## config.mk

```make
export PLATFORM = sky130hd
export DESIGN_NAME = cpu_top
export DESIGN_NICKNAME = d
export VERILOG_FILES = /design/src/hw/cpu_pkg.sv /design/src/hw/mem_arbiter.sv /design/src/hw/fetch_stage.sv /design/src/hw/decode_stage.sv /design/src/hw/execute_stage.sv /design/src/hw/memory_stage.sv /design/src/hw/cpu_top.sv
export SDC_FILE = /design/constraint.sdc
export NUM_CORES = 2
export LEC_CHECK = 0
export ABC_AREA = 1
export BUFFER_PORTS_ARGS = -buffer_cell sky130_fd_sc_hd__clkbuf_2
export CAP_MARGIN = 25
export CORE_MARGIN = 10
export CORE_UTILIZATION = 40
export CTS_CLUSTER_DIAMETER = 150
export DETAILED_ROUTE_END_ITERATION = 7
export PLACE_DENSITY = 0.62
export SLEW_MARGIN = 10
export SYNTH_ARGS = -nofsm -noshare
export SYNTH_HDL_FRONTEND = slang
export SYNTH_SLANG_ARGS = --single-unit
```

## constraint.sdc

```tcl
create_clock -name CLK -period 9.4 [get_ports CLK]
set_clock_uncertainty 0.1 [all_clocks]
set_input_delay 1.41 -clock CLK [delete_from_list [all_inputs] [get_ports CLK]]
set_output_delay 1.41 -clock CLK [all_outputs]
set_load 0.02 [all_outputs]
```

## src/hw/cpu_pkg.sv

```systemverilog
// shared word and register index types
// opcode, function and ALU operation encodings
`default_nettype none

package cpu_pkg;

    typedef logic [31:0] word_t;
    typedef logic [4:0]  reg_addr_t;

    // HALT is the all-ones opcode
    typedef enum logic [5:0] {
        RTYPE = 6'h00,
        BEQ   = 6'h04,
        ADDIU = 6'h09,
        LW    = 6'h23,
        SW    = 6'h2b,
        HALT  = 6'h3f
    } opcode_t;

    typedef enum logic [5:0] {
        ADDU = 6'h21,
        SUBU = 6'h23,
        AND  = 6'h24,
        OR   = 6'h25,
        SLT  = 6'h2a
    } funct_t;

    typedef enum logic [2:0] {
        ALU_ADD,
        ALU_SUB,
        ALU_AND,
        ALU_OR,
        ALU_SLT
    } alu_op_t;

endpackage

`default_nettype wire

```

## src/hw/mem_arbiter.sv

```systemverilog
// arbiter between instruction fetch and data access on one bus
// data wins a new request; an access in flight keeps its owner
`timescale 1ns/1ps
`default_nettype none

module mem_arbiter import cpu_pkg::*; (
    input  wire   CLK,
    input  wire   nRST,
    input  wire   imem_ren_i,
    input  word_t imem_addr_i,
    input  wire   dmem_ren_i,
    input  wire   dmem_wen_i,
    input  word_t dmem_addr_i,
    input  word_t dmem_store_i,
    input  word_t mem_load_i,
    input  wire   mem_ready_i,
    output word_t imem_load_o,
    output logic  ihit_o,
    output word_t dmem_load_o,
    output logic  dhit_o,
    output logic  mem_ren_o,
    output logic  mem_wen_o,
    output word_t mem_addr_o,
    output word_t mem_store_o
);

    typedef enum logic [1:0] {
        OWN_NONE,
        OWN_INSTR,
        OWN_DATA
    } owner_t;

    owner_t owner, owner_next;
    logic   dreq;
    logic   sel_data;
    logic   busy;

    assign dreq     = dmem_ren_i | dmem_wen_i;
    assign sel_data = (owner == OWN_DATA) || (owner == OWN_NONE && dreq);
    assign busy     = sel_data ? dreq : imem_ren_i;

    assign mem_ren_o   = sel_data ? dmem_ren_i : imem_ren_i;
    assign mem_wen_o   = sel_data & dmem_wen_i;
    assign mem_addr_o  = sel_data ? dmem_addr_i : imem_addr_i;
    assign mem_store_o = dmem_store_i;

    assign ihit_o      = ~sel_data & imem_ren_i & mem_ready_i;
    assign dhit_o      = sel_data & dreq & mem_ready_i;
    assign imem_load_o = mem_load_i;
    assign dmem_load_o = mem_load_i;

    // hold the grant until the access completes
    always_comb begin
        owner_next = OWN_NONE;
        if (busy && !mem_ready_i) begin
            owner_next = sel_data ? OWN_DATA : OWN_INSTR;
        end
    end

    always_ff @(posedge CLK, negedge nRST) begin
        if (!nRST) begin
            owner <= OWN_NONE;
        end else begin
            owner <= owner_next;
        end
    end

endmodule

`default_nettype wire

```

## src/hw/fetch_stage.sv

```systemverilog
// program counter and IF/ID latch
`timescale 1ns/1ps
`default_nettype none

module fetch_stage import cpu_pkg::*; #(
    parameter word_t PC_INIT = '0
) (
    input  wire   CLK,
    input  wire   nRST,
    input  wire   ihit_i,
    input  word_t imem_load_i,
    input  wire   stall_mem_i,
    input  wire   hazard_stall_i,
    input  wire   branch_taken_i,
    input  word_t branch_target_i,
    input  wire   halt_i,
    output logic  imem_ren_o,
    output word_t imem_addr_o,
    output word_t if_instr_o,
    output word_t if_pc_plus4_o
);

    word_t pc;
    word_t pc_plus4;
    logic  started;
    logic  advance;
    logic  load_fetch;

    assign advance     = ihit_i & ~stall_mem_i;
    assign load_fetch  = advance & ~branch_taken_i & ~hazard_stall_i;
    assign pc_plus4    = pc + 32'd4;
    assign imem_ren_o  = started & ~halt_i;
    assign imem_addr_o = pc;

    always_ff @(posedge CLK, negedge nRST) begin
        if (!nRST) begin
            pc         <= PC_INIT;
            started    <= 1'b0;
            if_instr_o <= '0;
        end else begin
            started <= 1'b1;
            if (advance && branch_taken_i) begin
                pc         <= branch_target_i;
                if_instr_o <= '0;
            end else if (load_fetch) begin
                pc         <= pc_plus4;
                if_instr_o <= imem_load_i;
            end
        end
    end

    always_ff @(posedge CLK) begin
        if (load_fetch) begin
            if_pc_plus4_o <= pc_plus4;
        end
    end

endmodule

`default_nettype wire

```

## src/hw/decode_stage.sv

```systemverilog
// instruction decode, register file and RAW stall detection
// ID/EX latch
`timescale 1ns/1ps
`default_nettype none

module decode_stage import cpu_pkg::*; (
    input  wire       CLK,
    input  wire       nRST,
    input  word_t     if_instr_i,
    input  word_t     if_pc_plus4_i,
    input  wire       ihit_i,
    input  wire       stall_mem_i,
    input  wire       branch_taken_i,
    input  wire       wb_wen_i,
    input  reg_addr_t wb_sel_i,
    input  word_t     wb_data_i,
    output logic      hazard_stall_o,
    output alu_op_t   id_alu_op_o,
    output word_t     id_rdat1_o,
    output word_t     id_rdat2_o,
    output word_t     id_imm_o,
    output word_t     id_pc_plus4_o,
    output reg_addr_t id_dest_o,
    output logic      id_regwen_o,
    output logic      id_alusrc_o,
    output logic      id_load_o,
    output logic      id_store_o,
    output logic      id_beq_o,
    output logic      id_halt_o
);

    word_t     regs [32];
    opcode_t   opcode;
    funct_t    funct;
    reg_addr_t rs, rt, rd;
    word_t     imm, rdat1, rdat2;

    alu_op_t   alu_op;
    reg_addr_t dest;
    logic      regwen, alusrc, load, store, beq, halt;
    logic      use_rs, use_rt;

    // destination of the instruction now in EX/MEM
    reg_addr_t exm_dest;
    logic      exm_wen;
    logic      advance;
    logic      flush;

    assign opcode = opcode_t'(if_instr_i[31:26]);
    assign funct  = funct_t'(if_instr_i[5:0]);
    assign rs     = if_instr_i[25:21];
    assign rt     = if_instr_i[20:16];
    assign rd     = if_instr_i[15:11];
    assign imm    = {{16{if_instr_i[15]}}, if_instr_i[15:0]};

    always_comb begin
        alu_op = ALU_ADD;
        dest   = '0;
        regwen = 1'b0;
        alusrc = 1'b0;
        load   = 1'b0;
        store  = 1'b0;
        beq    = 1'b0;
        halt   = 1'b0;
        use_rs = 1'b1;
        use_rt = 1'b0;
        case (opcode)
            RTYPE: begin
                regwen = 1'b1;
                dest   = rd;
                use_rt = 1'b1;
                case (funct)
                    ADDU:    alu_op = ALU_ADD;
                    SUBU:    alu_op = ALU_SUB;
                    AND:     alu_op = ALU_AND;
                    OR:      alu_op = ALU_OR;
                    SLT:     alu_op = ALU_SLT;
                    default: begin
                        regwen = 1'b0;
                        dest   = '0;
                    end
                endcase
            end
            ADDIU, LW: begin
                regwen = 1'b1;
                alusrc = 1'b1;
                load   = (opcode == LW);
                dest   = rt;
            end
            SW: begin
                alusrc = 1'b1;
                store  = 1'b1;
                use_rt = 1'b1;
            end
            BEQ: begin
                alu_op = ALU_SUB;
                beq    = 1'b1;
                use_rt = 1'b1;
            end
            HALT: begin
                halt   = 1'b1;
                use_rs = 1'b0;
            end
            default: use_rs = 1'b0;
        endcase
    end

    function automatic logic raw(reg_addr_t src, reg_addr_t dst, logic wen);
        return wen && dst != '0 && src == dst;
    endfunction

    assign hazard_stall_o =
        (use_rs && (raw(rs, id_dest_o, id_regwen_o) || raw(rs, exm_dest, exm_wen) ||
                    raw(rs, wb_sel_i, wb_wen_i))) ||
        (use_rt && (raw(rt, id_dest_o, id_regwen_o) || raw(rt, exm_dest, exm_wen) ||
                    raw(rt, wb_sel_i, wb_wen_i)));

    // register 0 reads zero and a same-cycle write is bypassed
    assign rdat1 = (rs == '0) ? '0 : (wb_wen_i && wb_sel_i == rs) ? wb_data_i : regs[rs];
    assign rdat2 = (rt == '0) ? '0 : (wb_wen_i && wb_sel_i == rt) ? wb_data_i : regs[rt];

    always_ff @(posedge CLK) begin
        if (wb_wen_i && wb_sel_i != '0) begin
            regs[wb_sel_i] <= wb_data_i;
        end
    end

    assign advance = ihit_i & ~stall_mem_i;
    assign flush   = branch_taken_i | hazard_stall_o;

    always_ff @(posedge CLK, negedge nRST) begin
        if (!nRST) begin
            id_regwen_o <= 1'b0;
            id_load_o   <= 1'b0;
            id_store_o  <= 1'b0;
            id_beq_o    <= 1'b0;
            id_halt_o   <= 1'b0;
            exm_wen     <= 1'b0;
            exm_dest    <= '0;
        end else if (advance) begin
            id_regwen_o <= regwen & ~flush;
            id_load_o   <= load & ~flush;
            id_store_o  <= store & ~flush;
            id_beq_o    <= beq & ~flush;
            id_halt_o   <= halt & ~flush;
            // ID/EX moves on unless a taken branch squashes it
            exm_wen     <= id_regwen_o & ~branch_taken_i;
            exm_dest    <= id_dest_o;
        end
    end

    always_ff @(posedge CLK) begin
        if (advance) begin
            id_alu_op_o   <= alu_op;
            id_rdat1_o    <= rdat1;
            id_rdat2_o    <= rdat2;
            id_imm_o      <= imm;
            id_pc_plus4_o <= if_pc_plus4_i;
            id_dest_o     <= dest;
            id_alusrc_o   <= alusrc;
        end
    end

endmodule

`default_nettype wire

```

## src/hw/execute_stage.sv

```systemverilog
// ALU, branch target and compare
// EX/MEM latch and branch resolution
`timescale 1ns/1ps
`default_nettype none

module execute_stage import cpu_pkg::*; (
    input  wire       CLK,
    input  wire       nRST,
    input  wire       ihit_i,
    input  wire       stall_mem_i,
    input  alu_op_t   id_alu_op_i,
    input  word_t     id_rdat1_i,
    input  word_t     id_rdat2_i,
    input  word_t     id_imm_i,
    input  word_t     id_pc_plus4_i,
    input  reg_addr_t id_dest_i,
    input  wire       id_regwen_i,
    input  wire       id_alusrc_i,
    input  wire       id_load_i,
    input  wire       id_store_i,
    input  wire       id_beq_i,
    input  wire       id_halt_i,
    output logic      branch_taken_o,
    output word_t     branch_target_o,
    output word_t     ex_result_o,
    output word_t     ex_store_data_o,
    output reg_addr_t ex_dest_o,
    output logic      ex_regwen_o,
    output logic      ex_load_o,
    output logic      ex_store_o,
    output logic      ex_halt_o
);

    word_t op_b;
    word_t result;
    word_t target;
    logic  advance;
    logic  squash;
    logic  ex_zero;
    logic  ex_beq;

    assign op_b   = id_alusrc_i ? id_imm_i : id_rdat2_i;
    assign target = id_pc_plus4_i + {id_imm_i[29:0], 2'b00};

    always_comb begin
        case (id_alu_op_i)
            ALU_SUB: result = id_rdat1_i - op_b;
            ALU_AND: result = id_rdat1_i & op_b;
            ALU_OR:  result = id_rdat1_i | op_b;
            ALU_SLT: result = {31'b0, $signed(id_rdat1_i) < $signed(op_b)};
            default: result = id_rdat1_i + op_b;
        endcase
    end

    assign branch_taken_o = ex_beq & ex_zero;
    assign advance        = ihit_i & ~stall_mem_i;
    // the instruction behind a taken branch never reaches memory
    assign squash         = branch_taken_o;

    always_ff @(posedge CLK, negedge nRST) begin
        if (!nRST) begin
            ex_regwen_o <= 1'b0;
            ex_load_o   <= 1'b0;
            ex_store_o  <= 1'b0;
            ex_halt_o   <= 1'b0;
            ex_beq      <= 1'b0;
        end else if (advance) begin
            ex_regwen_o <= id_regwen_i & ~squash;
            ex_load_o   <= id_load_i & ~squash;
            ex_store_o  <= id_store_i & ~squash;
            ex_halt_o   <= id_halt_i & ~squash;
            ex_beq      <= id_beq_i & ~squash;
        end
    end

    always_ff @(posedge CLK) begin
        if (advance) begin
            ex_result_o     <= result;
            ex_store_data_o <= id_rdat2_i;
            ex_dest_o       <= id_dest_i;
            ex_zero         <= (result == '0);
            branch_target_o <= target;
        end
    end

endmodule

`default_nettype wire

```

## src/hw/memory_stage.sv

```systemverilog
// data access control and sticky halt
// MEM/WB latch and writeback select
`timescale 1ns/1ps
`default_nettype none

module memory_stage import cpu_pkg::*; (
    input  wire       CLK,
    input  wire       nRST,
    input  wire       ihit_i,
    input  wire       dhit_i,
    input  word_t     dmem_load_i,
    input  word_t     ex_result_i,
    input  word_t     ex_store_data_i,
    input  reg_addr_t ex_dest_i,
    input  wire       ex_regwen_i,
    input  wire       ex_load_i,
    input  wire       ex_store_i,
    input  wire       ex_halt_i,
    output logic      dmem_ren_o,
    output logic      dmem_wen_o,
    output word_t     dmem_addr_o,
    output word_t     dmem_store_o,
    output logic      stall_mem_o,
    output logic      halt_o,
    output logic      wb_wen_o,
    output reg_addr_t wb_sel_o,
    output word_t     wb_data_o
);

    logic  done;
    logic  advance;
    word_t load_q;

    // strobes drop once the access has its dhit
    assign dmem_ren_o   = ex_load_i & ~done;
    assign dmem_wen_o   = ex_store_i & ~done;
    assign dmem_addr_o  = ex_result_i;
    assign dmem_store_o = ex_store_data_i;
    assign stall_mem_o  = (ex_load_i | ex_store_i) & ~done;
    assign advance      = ihit_i & ~stall_mem_o;

    always_ff @(posedge CLK, negedge nRST) begin
        if (!nRST) begin
            done     <= 1'b0;
            halt_o   <= 1'b0;
            wb_wen_o <= 1'b0;
        end else begin
            halt_o <= halt_o | ex_halt_i;
            if (advance) begin
                done     <= 1'b0;
                wb_wen_o <= ex_regwen_i;
            end else if (dhit_i) begin
                done <= 1'b1;
            end
        end
    end

    always_ff @(posedge CLK) begin
        if (dhit_i) begin
            load_q <= dmem_load_i;
        end
        if (advance) begin
            wb_sel_o  <= ex_dest_i;
            wb_data_o <= ex_load_i ? load_q : ex_result_i;
        end
    end

endmodule

`default_nettype wire

```

## src/hw/cpu_top.sv

```systemverilog
// processor top level
// five pipeline stages sharing one memory bus through an arbiter
`timescale 1ns/1ps
`default_nettype none

module cpu_top import cpu_pkg::*; #(
    parameter word_t PC_INIT = '0
) (
    input  wire   CLK,
    input  wire   nRST,
    input  word_t mem_load_i,
    input  wire   mem_ready_i,
    output logic  mem_ren_o,
    output logic  mem_wen_o,
    output word_t mem_addr_o,
    output word_t mem_store_o,
    output logic  halt_o
);

    logic      imem_ren, ihit, dmem_ren, dmem_wen, dhit;
    word_t     imem_addr, imem_load, dmem_addr, dmem_store, dmem_load;
    logic      stall_mem, hazard_stall, branch_taken;
    word_t     branch_target;
    word_t     if_instr, if_pc_plus4;
    logic      wb_wen;
    reg_addr_t wb_sel;
    word_t     wb_data;

    // ID/EX fields
    alu_op_t   id_alu_op;
    word_t     id_rdat1, id_rdat2, id_imm, id_pc_plus4;
    reg_addr_t id_dest;
    logic      id_regwen, id_alusrc, id_load, id_store, id_beq, id_halt;

    // EX/MEM fields
    word_t     ex_result, ex_store_data;
    reg_addr_t ex_dest;
    logic      ex_regwen, ex_load, ex_store, ex_halt;

    mem_arbiter u_mem_arbiter (
        .CLK(CLK), .nRST(nRST),
        .imem_ren_i(imem_ren), .imem_addr_i(imem_addr),
        .dmem_ren_i(dmem_ren), .dmem_wen_i(dmem_wen),
        .dmem_addr_i(dmem_addr), .dmem_store_i(dmem_store),
        .mem_load_i(mem_load_i), .mem_ready_i(mem_ready_i),
        .imem_load_o(imem_load), .ihit_o(ihit),
        .dmem_load_o(dmem_load), .dhit_o(dhit),
        .mem_ren_o(mem_ren_o), .mem_wen_o(mem_wen_o),
        .mem_addr_o(mem_addr_o), .mem_store_o(mem_store_o)
    );

    fetch_stage #(.PC_INIT(PC_INIT)) u_fetch_stage (
        .CLK(CLK), .nRST(nRST),
        .ihit_i(ihit), .imem_load_i(imem_load),
        .stall_mem_i(stall_mem), .hazard_stall_i(hazard_stall),
        .branch_taken_i(branch_taken), .branch_target_i(branch_target),
        .halt_i(halt_o),
        .imem_ren_o(imem_ren), .imem_addr_o(imem_addr),
        .if_instr_o(if_instr), .if_pc_plus4_o(if_pc_plus4)
    );

    decode_stage u_decode_stage (
        .CLK(CLK), .nRST(nRST),
        .if_instr_i(if_instr), .if_pc_plus4_i(if_pc_plus4),
        .ihit_i(ihit), .stall_mem_i(stall_mem), .branch_taken_i(branch_taken),
        .wb_wen_i(wb_wen), .wb_sel_i(wb_sel), .wb_data_i(wb_data),
        .hazard_stall_o(hazard_stall),
        .id_alu_op_o(id_alu_op), .id_rdat1_o(id_rdat1), .id_rdat2_o(id_rdat2),
        .id_imm_o(id_imm), .id_pc_plus4_o(id_pc_plus4), .id_dest_o(id_dest),
        .id_regwen_o(id_regwen), .id_alusrc_o(id_alusrc), .id_load_o(id_load),
        .id_store_o(id_store), .id_beq_o(id_beq), .id_halt_o(id_halt)
    );

    execute_stage u_execute_stage (
        .CLK(CLK), .nRST(nRST),
        .ihit_i(ihit), .stall_mem_i(stall_mem),
        .id_alu_op_i(id_alu_op), .id_rdat1_i(id_rdat1), .id_rdat2_i(id_rdat2),
        .id_imm_i(id_imm), .id_pc_plus4_i(id_pc_plus4), .id_dest_i(id_dest),
        .id_regwen_i(id_regwen), .id_alusrc_i(id_alusrc), .id_load_i(id_load),
        .id_store_i(id_store), .id_beq_i(id_beq), .id_halt_i(id_halt),
        .branch_taken_o(branch_taken), .branch_target_o(branch_target),
        .ex_result_o(ex_result), .ex_store_data_o(ex_store_data), .ex_dest_o(ex_dest),
        .ex_regwen_o(ex_regwen), .ex_load_o(ex_load), .ex_store_o(ex_store),
        .ex_halt_o(ex_halt)
    );

    memory_stage u_memory_stage (
        .CLK(CLK), .nRST(nRST),
        .ihit_i(ihit), .dhit_i(dhit), .dmem_load_i(dmem_load),
        .ex_result_i(ex_result), .ex_store_data_i(ex_store_data), .ex_dest_i(ex_dest),
        .ex_regwen_i(ex_regwen), .ex_load_i(ex_load), .ex_store_i(ex_store),
        .ex_halt_i(ex_halt),
        .dmem_ren_o(dmem_ren), .dmem_wen_o(dmem_wen),
        .dmem_addr_o(dmem_addr), .dmem_store_o(dmem_store),
        .stall_mem_o(stall_mem), .halt_o(halt_o),
        .wb_wen_o(wb_wen), .wb_sel_o(wb_sel), .wb_data_o(wb_data)
    );

endmodule

`default_nettype wire

```

---- Word level (Yosys, flattened, before mapping) ----
Memories as Yosys holds them, arrays and structs flattened. A register that Yosys moved wholly into a read port is not among the register bits.
Cells that the tools add are included.
W data, S select, Z words.
cells by class
  bitwise gates (word level) .............. 36
  add/sub/neg operators ................... 4
  mux-type cells .......................... 29
  reduce and logical (&&, ||, !) cells .... 36
  magnitude comparators ................... 1
  equal/unequal tests ..................... 21
operators with widths
  operator                 count
  $mux W32                 7
  $pmux W32 S4             1
  $add A32 B32 Y32         2
  $eq A6 B6 Y1 const B     8
  $add A32 B3 Y32 const B  1
  $and A32 B32 Y32         1
  $logic_not A32 Y1        1
  $lt A32 B32 Y1           1
  $or A32 B32 Y32          1
  $sub A32 B32 Y32         1
  $eq A5 B5 Y1             6
  $and A1 B1 Y1            23
  $reduce_bool A5 Y1       3
  $logic_and A1 B1 Y1      14
  $mux W1                  14
  $pmux W3 S4              1
  $logic_not A5 Y1         2
  $pmux W5 S2              1
  $reduce_or A5 Y1         2
  $not A1 Y1               7
  $eq A3 B2 Y1 const B     2
  $eq A6 B3 Y1 const B     1
  $eq A6 B4 Y1 const B     1
  $logic_not A6 Y1         1
  14 further kinds         25
word-level totals
  output and inout bits ................... 67
  memories ................................ 1
  bits in writable memories ............... 1024
  bits of input ports ..................... 35
  logic and storage cells ................. 160
  bits in registers ....................... 345
memories
  memory               depth  bits a word  read ports  clocked after memory_dff  wr ports  line                source
  u_decode_stage.regs  32     32           2           2                         1         decode_stage.sv:32  word_t regs [32];

---- Depth between registers and ports, before layout ----
  depth after elaboration ................. 13
  mapped depth ............................ 25
  gate-level depth less buffers ........... 23

---- Hierarchy ----
A second synthesis with hierarchy kept.
second synthesis, totals
  cells, all modules ...................... 8654
  area, all modules ....................... 77633.2 um^2
by module, submodules not included
  module         instances  cells each  seq. area each (um^2)  area each (um^2)
  decode_stage   1          5812        34658.2                56763.2
  execute_stage  1          1801        3188.1                 11712.5
  fetch_stage    1          563         2587.5                 4725.8
  memory_stage   1          255         2147.1                 3134.3
  mem_arbiter    1          223         50.0                   1297.5

---- Worst setup path after synthesis ----
No wires, ideal clock.
  path type ............................... input port to flip-flop
  from .................................... in mem_ready_i
  to ...................................... reg u_decode_stage.id_alu_op_o[0] (enable)
  arrival ................................. 8.826 ns
  path buffers ............................ 1
  path slack .............................. -0.254 ns
  required time ........................... 8.572 ns
  library setup time ...................... 0.728 ns
  stages on the path ...................... 3
  cells stage by stage .................... nand3_4 -> inv_1 -> clkbuf_1
on the way
  word-level cells in the longest chain between the ends .. 2
ends and longest elaborated chain
  item                        line                 source
  from (decl)                 cpu_top.sv:12        input wire mem_ready_i,
  $and A1 B1 Y1               mem_arbiter.sv:47    assign ihit_o = ~sel_data & imem_ren_i & mem_ready_i;
  $and A1 B1 Y1               decode_stage.sv:128  assign advance = ihit_i & ~stall_mem_i;
  via u_decode_stage.advance  decode_stage.sv:46   logic advance;
  to (signal assigned)        decode_stage.sv:154  id_alu_op_o <= alu_op;
  to (decl)                   decode_stage.sv:18   output alu_op_t id_alu_op_o,
The timed path passes the listed nets, and every way through them passes these cells.
A chain may end at the register's enable or synchronous reset.

---- Worst setup path in the final report ----
  from .................................... reg u_fetch_stage.if_instr_o[16]
  to ...................................... reg u_fetch_stage.if_pc_plus4_o[7] (enable)
on the way
  word-level cells in the longest chain between the ends .. 8
  elaborated cells on any way between the ends .. 12
  classes of those cells .................. eq/ne (3); bitwise (2); reduce/logical (7)
ends and longest elaborated chain
  item                    line                 source
  from (decl)             fetch_stage.sv:19    output word_t if_instr_o,
  from (signal assigned)  fetch_stage.sv:47    if_instr_o <= imem_load_i;
  $eq A5 B5 Y1            decode_stage.sv:109  return wen && dst != '0 && src == dst;
  $logic_and A1 B1 Y1     decode_stage.sv:109
  $logic_or A1 B1 Y1      decode_stage.sv:115  (use_rt && (raw(rt, id_dest_o, id_regwen_o) || raw(rt, exm_dest, exm_wen) ||
  $logic_or A1 B1 Y1 *    decode_stage.sv:115
  $logic_and A1 B1 Y1 *   decode_stage.sv:115
  $logic_or A1 B1 Y1 *    decode_stage.sv:114  raw(rs, wb_sel_i, wb_wen_i))) ||
  $not A1 Y1 *            fetch_stage.sv:30    assign load_fetch = advance & ~branch_taken_i & ~hazard_stall_i;
  $and A1 B1 Y1 *         fetch_stage.sv:30
  to (signal assigned)    fetch_stage.sv:54    if_pc_plus4_o <= pc_plus4;
  to (decl)               fetch_stage.sv:20    output word_t if_pc_plus4_o
Mark *: on every way between the ends. The rest lies on a longest branch, timed or not.

==> results.yml <==
global_route:
  grt-ovfl-total: 0
  grtUsageTotal: 0.252
  grt_pass1_vias: 56900
  antenna_found_initial: 13
  grt_pass1_wl_um: 384000
  grt_max_degree: 214
die:
  ios: 102
  num_rows: 157
  start_util: 0.403
  die-area_sq_um: 202000
  design.core.area_sq_um: 183000
  chipHeight_um: 450
  die_w_um: 450
clock_tree:
  postCtsHoldBufs: 0
  cts_setup_buffers: 0
  cts.sink_count: 1433
  root_buffer: "clkbuf_16"
  cts_max_path_buffers: 3
  cts_max_level: 4
  path_clk_slew_ns: 0.07
  worst_skew_pair.late_latency_ns: 0.82
  cts_made_buffers: 154
  cts_tree: "yes"
  cts_resized: 0
worst_setup_path:
  r2r_start: "u_fetch_stage.if_instr_o[16]$_DFFE_PN0P_"
  slowest_delay_ns: 0.78
  cp_data_required_time_ns: 9.73
  crit_arrival_ns: 5.10
  critPathLaunch: "u_fetch_stage.if_instr_o[16]$_DFFE_PN0P_"
  path_max_fanout: 85
  start_kind: "register"
  setup.worst_path.class: "reg2reg"
  critPathCaptureType: "register"
  cp_slowest_cell: "buf_4"
  crit_path_cell_trace: "inv_8, nand2_1, nand4_1, nor3_1, nand3_2, buf_4, nand3_1, nand2_1, nand3_4, clkinv_2, buf_4"
logic_synthesis:
  yosysTopAreaCell: "edfxtp_1"
  synth_area_leaders: "edfxtp_1 (55%), o21ai_0 (8.1%), nand2_1 (7.0%), inv_1 (4.0%), a21oi_1 (3.8%)"
  yosysWarnings: 0
  yosysSeqAreaShare: 0.576
  synth-edff-count: 1348
  syn_area_sq_um: 74000
  ys.flop_type: "edfxtp_1"
  syn-instance-count: 7905
  synthDistinctLibCells: 58
  synth_top_area_share: 0.547
  synthArstFlopShare: 0.0593
  synth-seq-cells: 1433
  avgSynthCellArea_sq_um: 9.36
power_and_ir_drop:
  leakagePower_nw: 31.1
  p_seq_frac: 0.366
  total_power_mw: 20.3
  p_clk_frac: 0.305
  pwr-share-comb: 0.329
  peakVddDrop_mv: 0.234
  p_per_area_nw_per_um2: 247
  p_switching_mw: 7.82
  switching_share: 0.385
  p_int_mw: 12.5
cells_and_area:
  area_growth_pct: 11.2
  fillers: 17300
  drive_gt1_frac: 0.0724
  fin_nets: 7967
run_status:
  failed_checks: "DRC"
  outcome: "finished with violations"
detailed_routing:
  firstDrtPassIters: 8
  ant_nets: 0
  vias: 61500
  wire_per_inst_um: 25.6
  drc_errors: 2
  vias_per_cell: 5.92
  wl_um: 267000
  first_iter_violations: 8782
sta:
  setup_viol: 0
  hold_violations: 0
  fin_crit_sh: 0.507
  clock.fmax_ghz: 0.210
  slew_violations: 0
  setup_slack_ns: 4.63
  min_period_ns: 4.77
  tns_ns: 0
  worst_slew_pin_slew_ns: 1.27
  rsz0062_at_grt: "no"
  slew_headroom: 0.146
place:
  portBuffers: 101
  pre_cts_ws_ns: 4.66
  gp_congestion: 0.951
  dp_hpwl_um: 160000
hold_path:
  worstHoldStart: "u_fetch_stage.if_pc_plus4_o[13]$_DFFE_PP_"
  holdCritPathClass: "reg2reg"
run:
  drv_cap: 0
-- stage by stage --
step | cells | hold WS, ns | cell area, sq um | util
2_1_floorplan | 7936 | 0.300 | 74100 | -
3_3_place_gp | 10100 | 0.301 | 76800 | 0.418
3_5_place_dp | 10100 | 0.305 | 76900 | 0.419
4_1_cts | 10400 | 0.315 | 82000 | 0.447
5_1_grt | 10400 | 0.327 | 82200 | 0.448
6_report | 10400 | 0.315 | 82200 | 0.448
-- state kept, by name, summed over array words and instances, names as in the netlist, 16 cells and up --
| register | count |
|---|---|
| u_execute_stage.ex_store_data_o | 32 |
| u_decode_stage.id_rdat2_o | 32 |
| u_memory_stage.wb_data_o | 32 |
| u_decode_stage.id_pc_plus4_o | 32 |
| u_execute_stage.branch_target_o | 32 |
| u_fetch_stage.if_instr_o | 32 |
| u_decode_stage.id_imm_o | 16 |
| u_decode_stage.regs | 1024 |
| u_decode_stage.id_rdat1_o | 32 |
| u_memory_stage.load_q | 32 |
| u_fetch_stage.if_pc_plus4_o | 32 |
| u_execute_stage.ex_result_o | 32 |
| u_fetch_stage.imem_addr_o | 32 |
-- cell type report --
cell class | instances | area [sq um] | share of cell area
Multi-Input combinational cell | 5166 | 26500 | 0.322
Clock inverter | 88 | 1000 | 0.0122
Inverter | 808 | 3060 | 0.0372
Timing Repair Buffer | 238 | 1890 | 0.0230
Tap cell | 2464 | 3080 | 0.0375
Clock buffer | 190 | 4060 | 0.0494
Sequential cell | 1433 | 42600 | 0.518
Antenna cell | 4 | 10.0 | 0.000122
-- cell usage after synthesis, drive strengths merged (4+ instances only) --
| library cell | n |
|---|---|
| a211oi | 12 |
| o22ai | 150 |
| clkinv | 4 |
| and2 | 6 |
| or2 | 22 |
| buf | 249 |
| ha | 128 |
| o32ai | 8 |
| nand2 | 1378 |
| edfxtp | 1348 |
| o21bai | 12 |
| a21oi | 564 |
| dfrtp | 85 |
| o211ai | 282 |
| nand4 | 98 |
| o31ai | 5 |
| clkbuf | 280 |
| nand3 | 513 |
| o21ai | 1228 |
| xnor2 | 27 |
| o41ai | 6 |
| a221oi | 4 |
| xor2 | 65 |
| nor2 | 553 |
| a31oi | 12 |
| o2111ai | 7 |
| inv | 804 |
| nor3 | 33 |
-- path summary, 6_finish.rpt --
kind,end,cells after the start,slack [ns]
max in group asynchronous,u_fetch_stage.if_instr_o[21]$_DFFE_PN0P_,2,7.58
max,u_fetch_stage.if_pc_plus4_o[7]$_DFFE_PP_,11,4.63
max reg2reg,u_fetch_stage.if_pc_plus4_o[7]$_DFFE_PP_,11,4.63
min reg2reg,u_decode_stage.id_pc_plus4_o[13]$_DFFE_PP_,0,0.32
min in group asynchronous,u_fetch_stage.imem_addr_o[27]$_DFFE_PN0P_,1,0.54
min,u_decode_stage.id_pc_plus4_o[13]$_DFFE_PP_,0,0.32
-- cell families after synthesis --
kind of cell	after synthesis	share of synthesized area
compound gates	2299	0.171
xor+xnor	92	0.0111
fa+ha+maj	131	0.0225
buf+inv	1337	0.0710
flops	1433	0.576
other cells	2	0.000102
simple gates	2611	0.148
-- cells in the final DEF (no fill, tap or decap), types with 38 or more instances in the layout --
| master | count |
|---|---|
| a21oi_1 | 564 |
| buf_4 | 112 |
| clkbuf_16 | 161 |
| clkbuf_2 | 100 |
| dfrtp_1 | 74 |
| edfxtp_1 | 1348 |
| ha_1 | 128 |
| inv_1 | 788 |
| nand2_1 | 1374 |
| nand3_1 | 503 |
| nand4_1 | 97 |
| nor2_1 | 510 |
| nor2_4 | 38 |
| o211ai_1 | 282 |
| o21ai_0 | 1198 |
| o22ai_1 | 150 |
| xor2_1 | 64 |
-- power groups by stage --
stage               clock (mW)  sequential [mW]  combinational [mW]
finish                    6.20             7.45                6.69
global route              6.53             7.46                7.16
CTS                       6.26             7.44                6.47
detailed placement           0             7.57                6.45
global placement             0             7.57                6.35
floorplan                    0             7.35                4.32
-- critical path: cells and delay by family (launching register included) --
family,cells,cell delay (ns)
buffers and inverters,4,2.22
DFF,1,0.76
and+or+nand+nor,7,1.14
-- per-layer routing --
layer | track usage | routed length, um | up-vias
li1 | - | - | 27400
met5 | 0 | 92 | -
met3 | 0.0509 | 29500 | 751
met1 | 0.334 | 104000 | 29400
met2 | 0.390 | 119000 | 3852
met4 | 0.127 | 14800 | 10
Power figures use the tool's default switching activity.
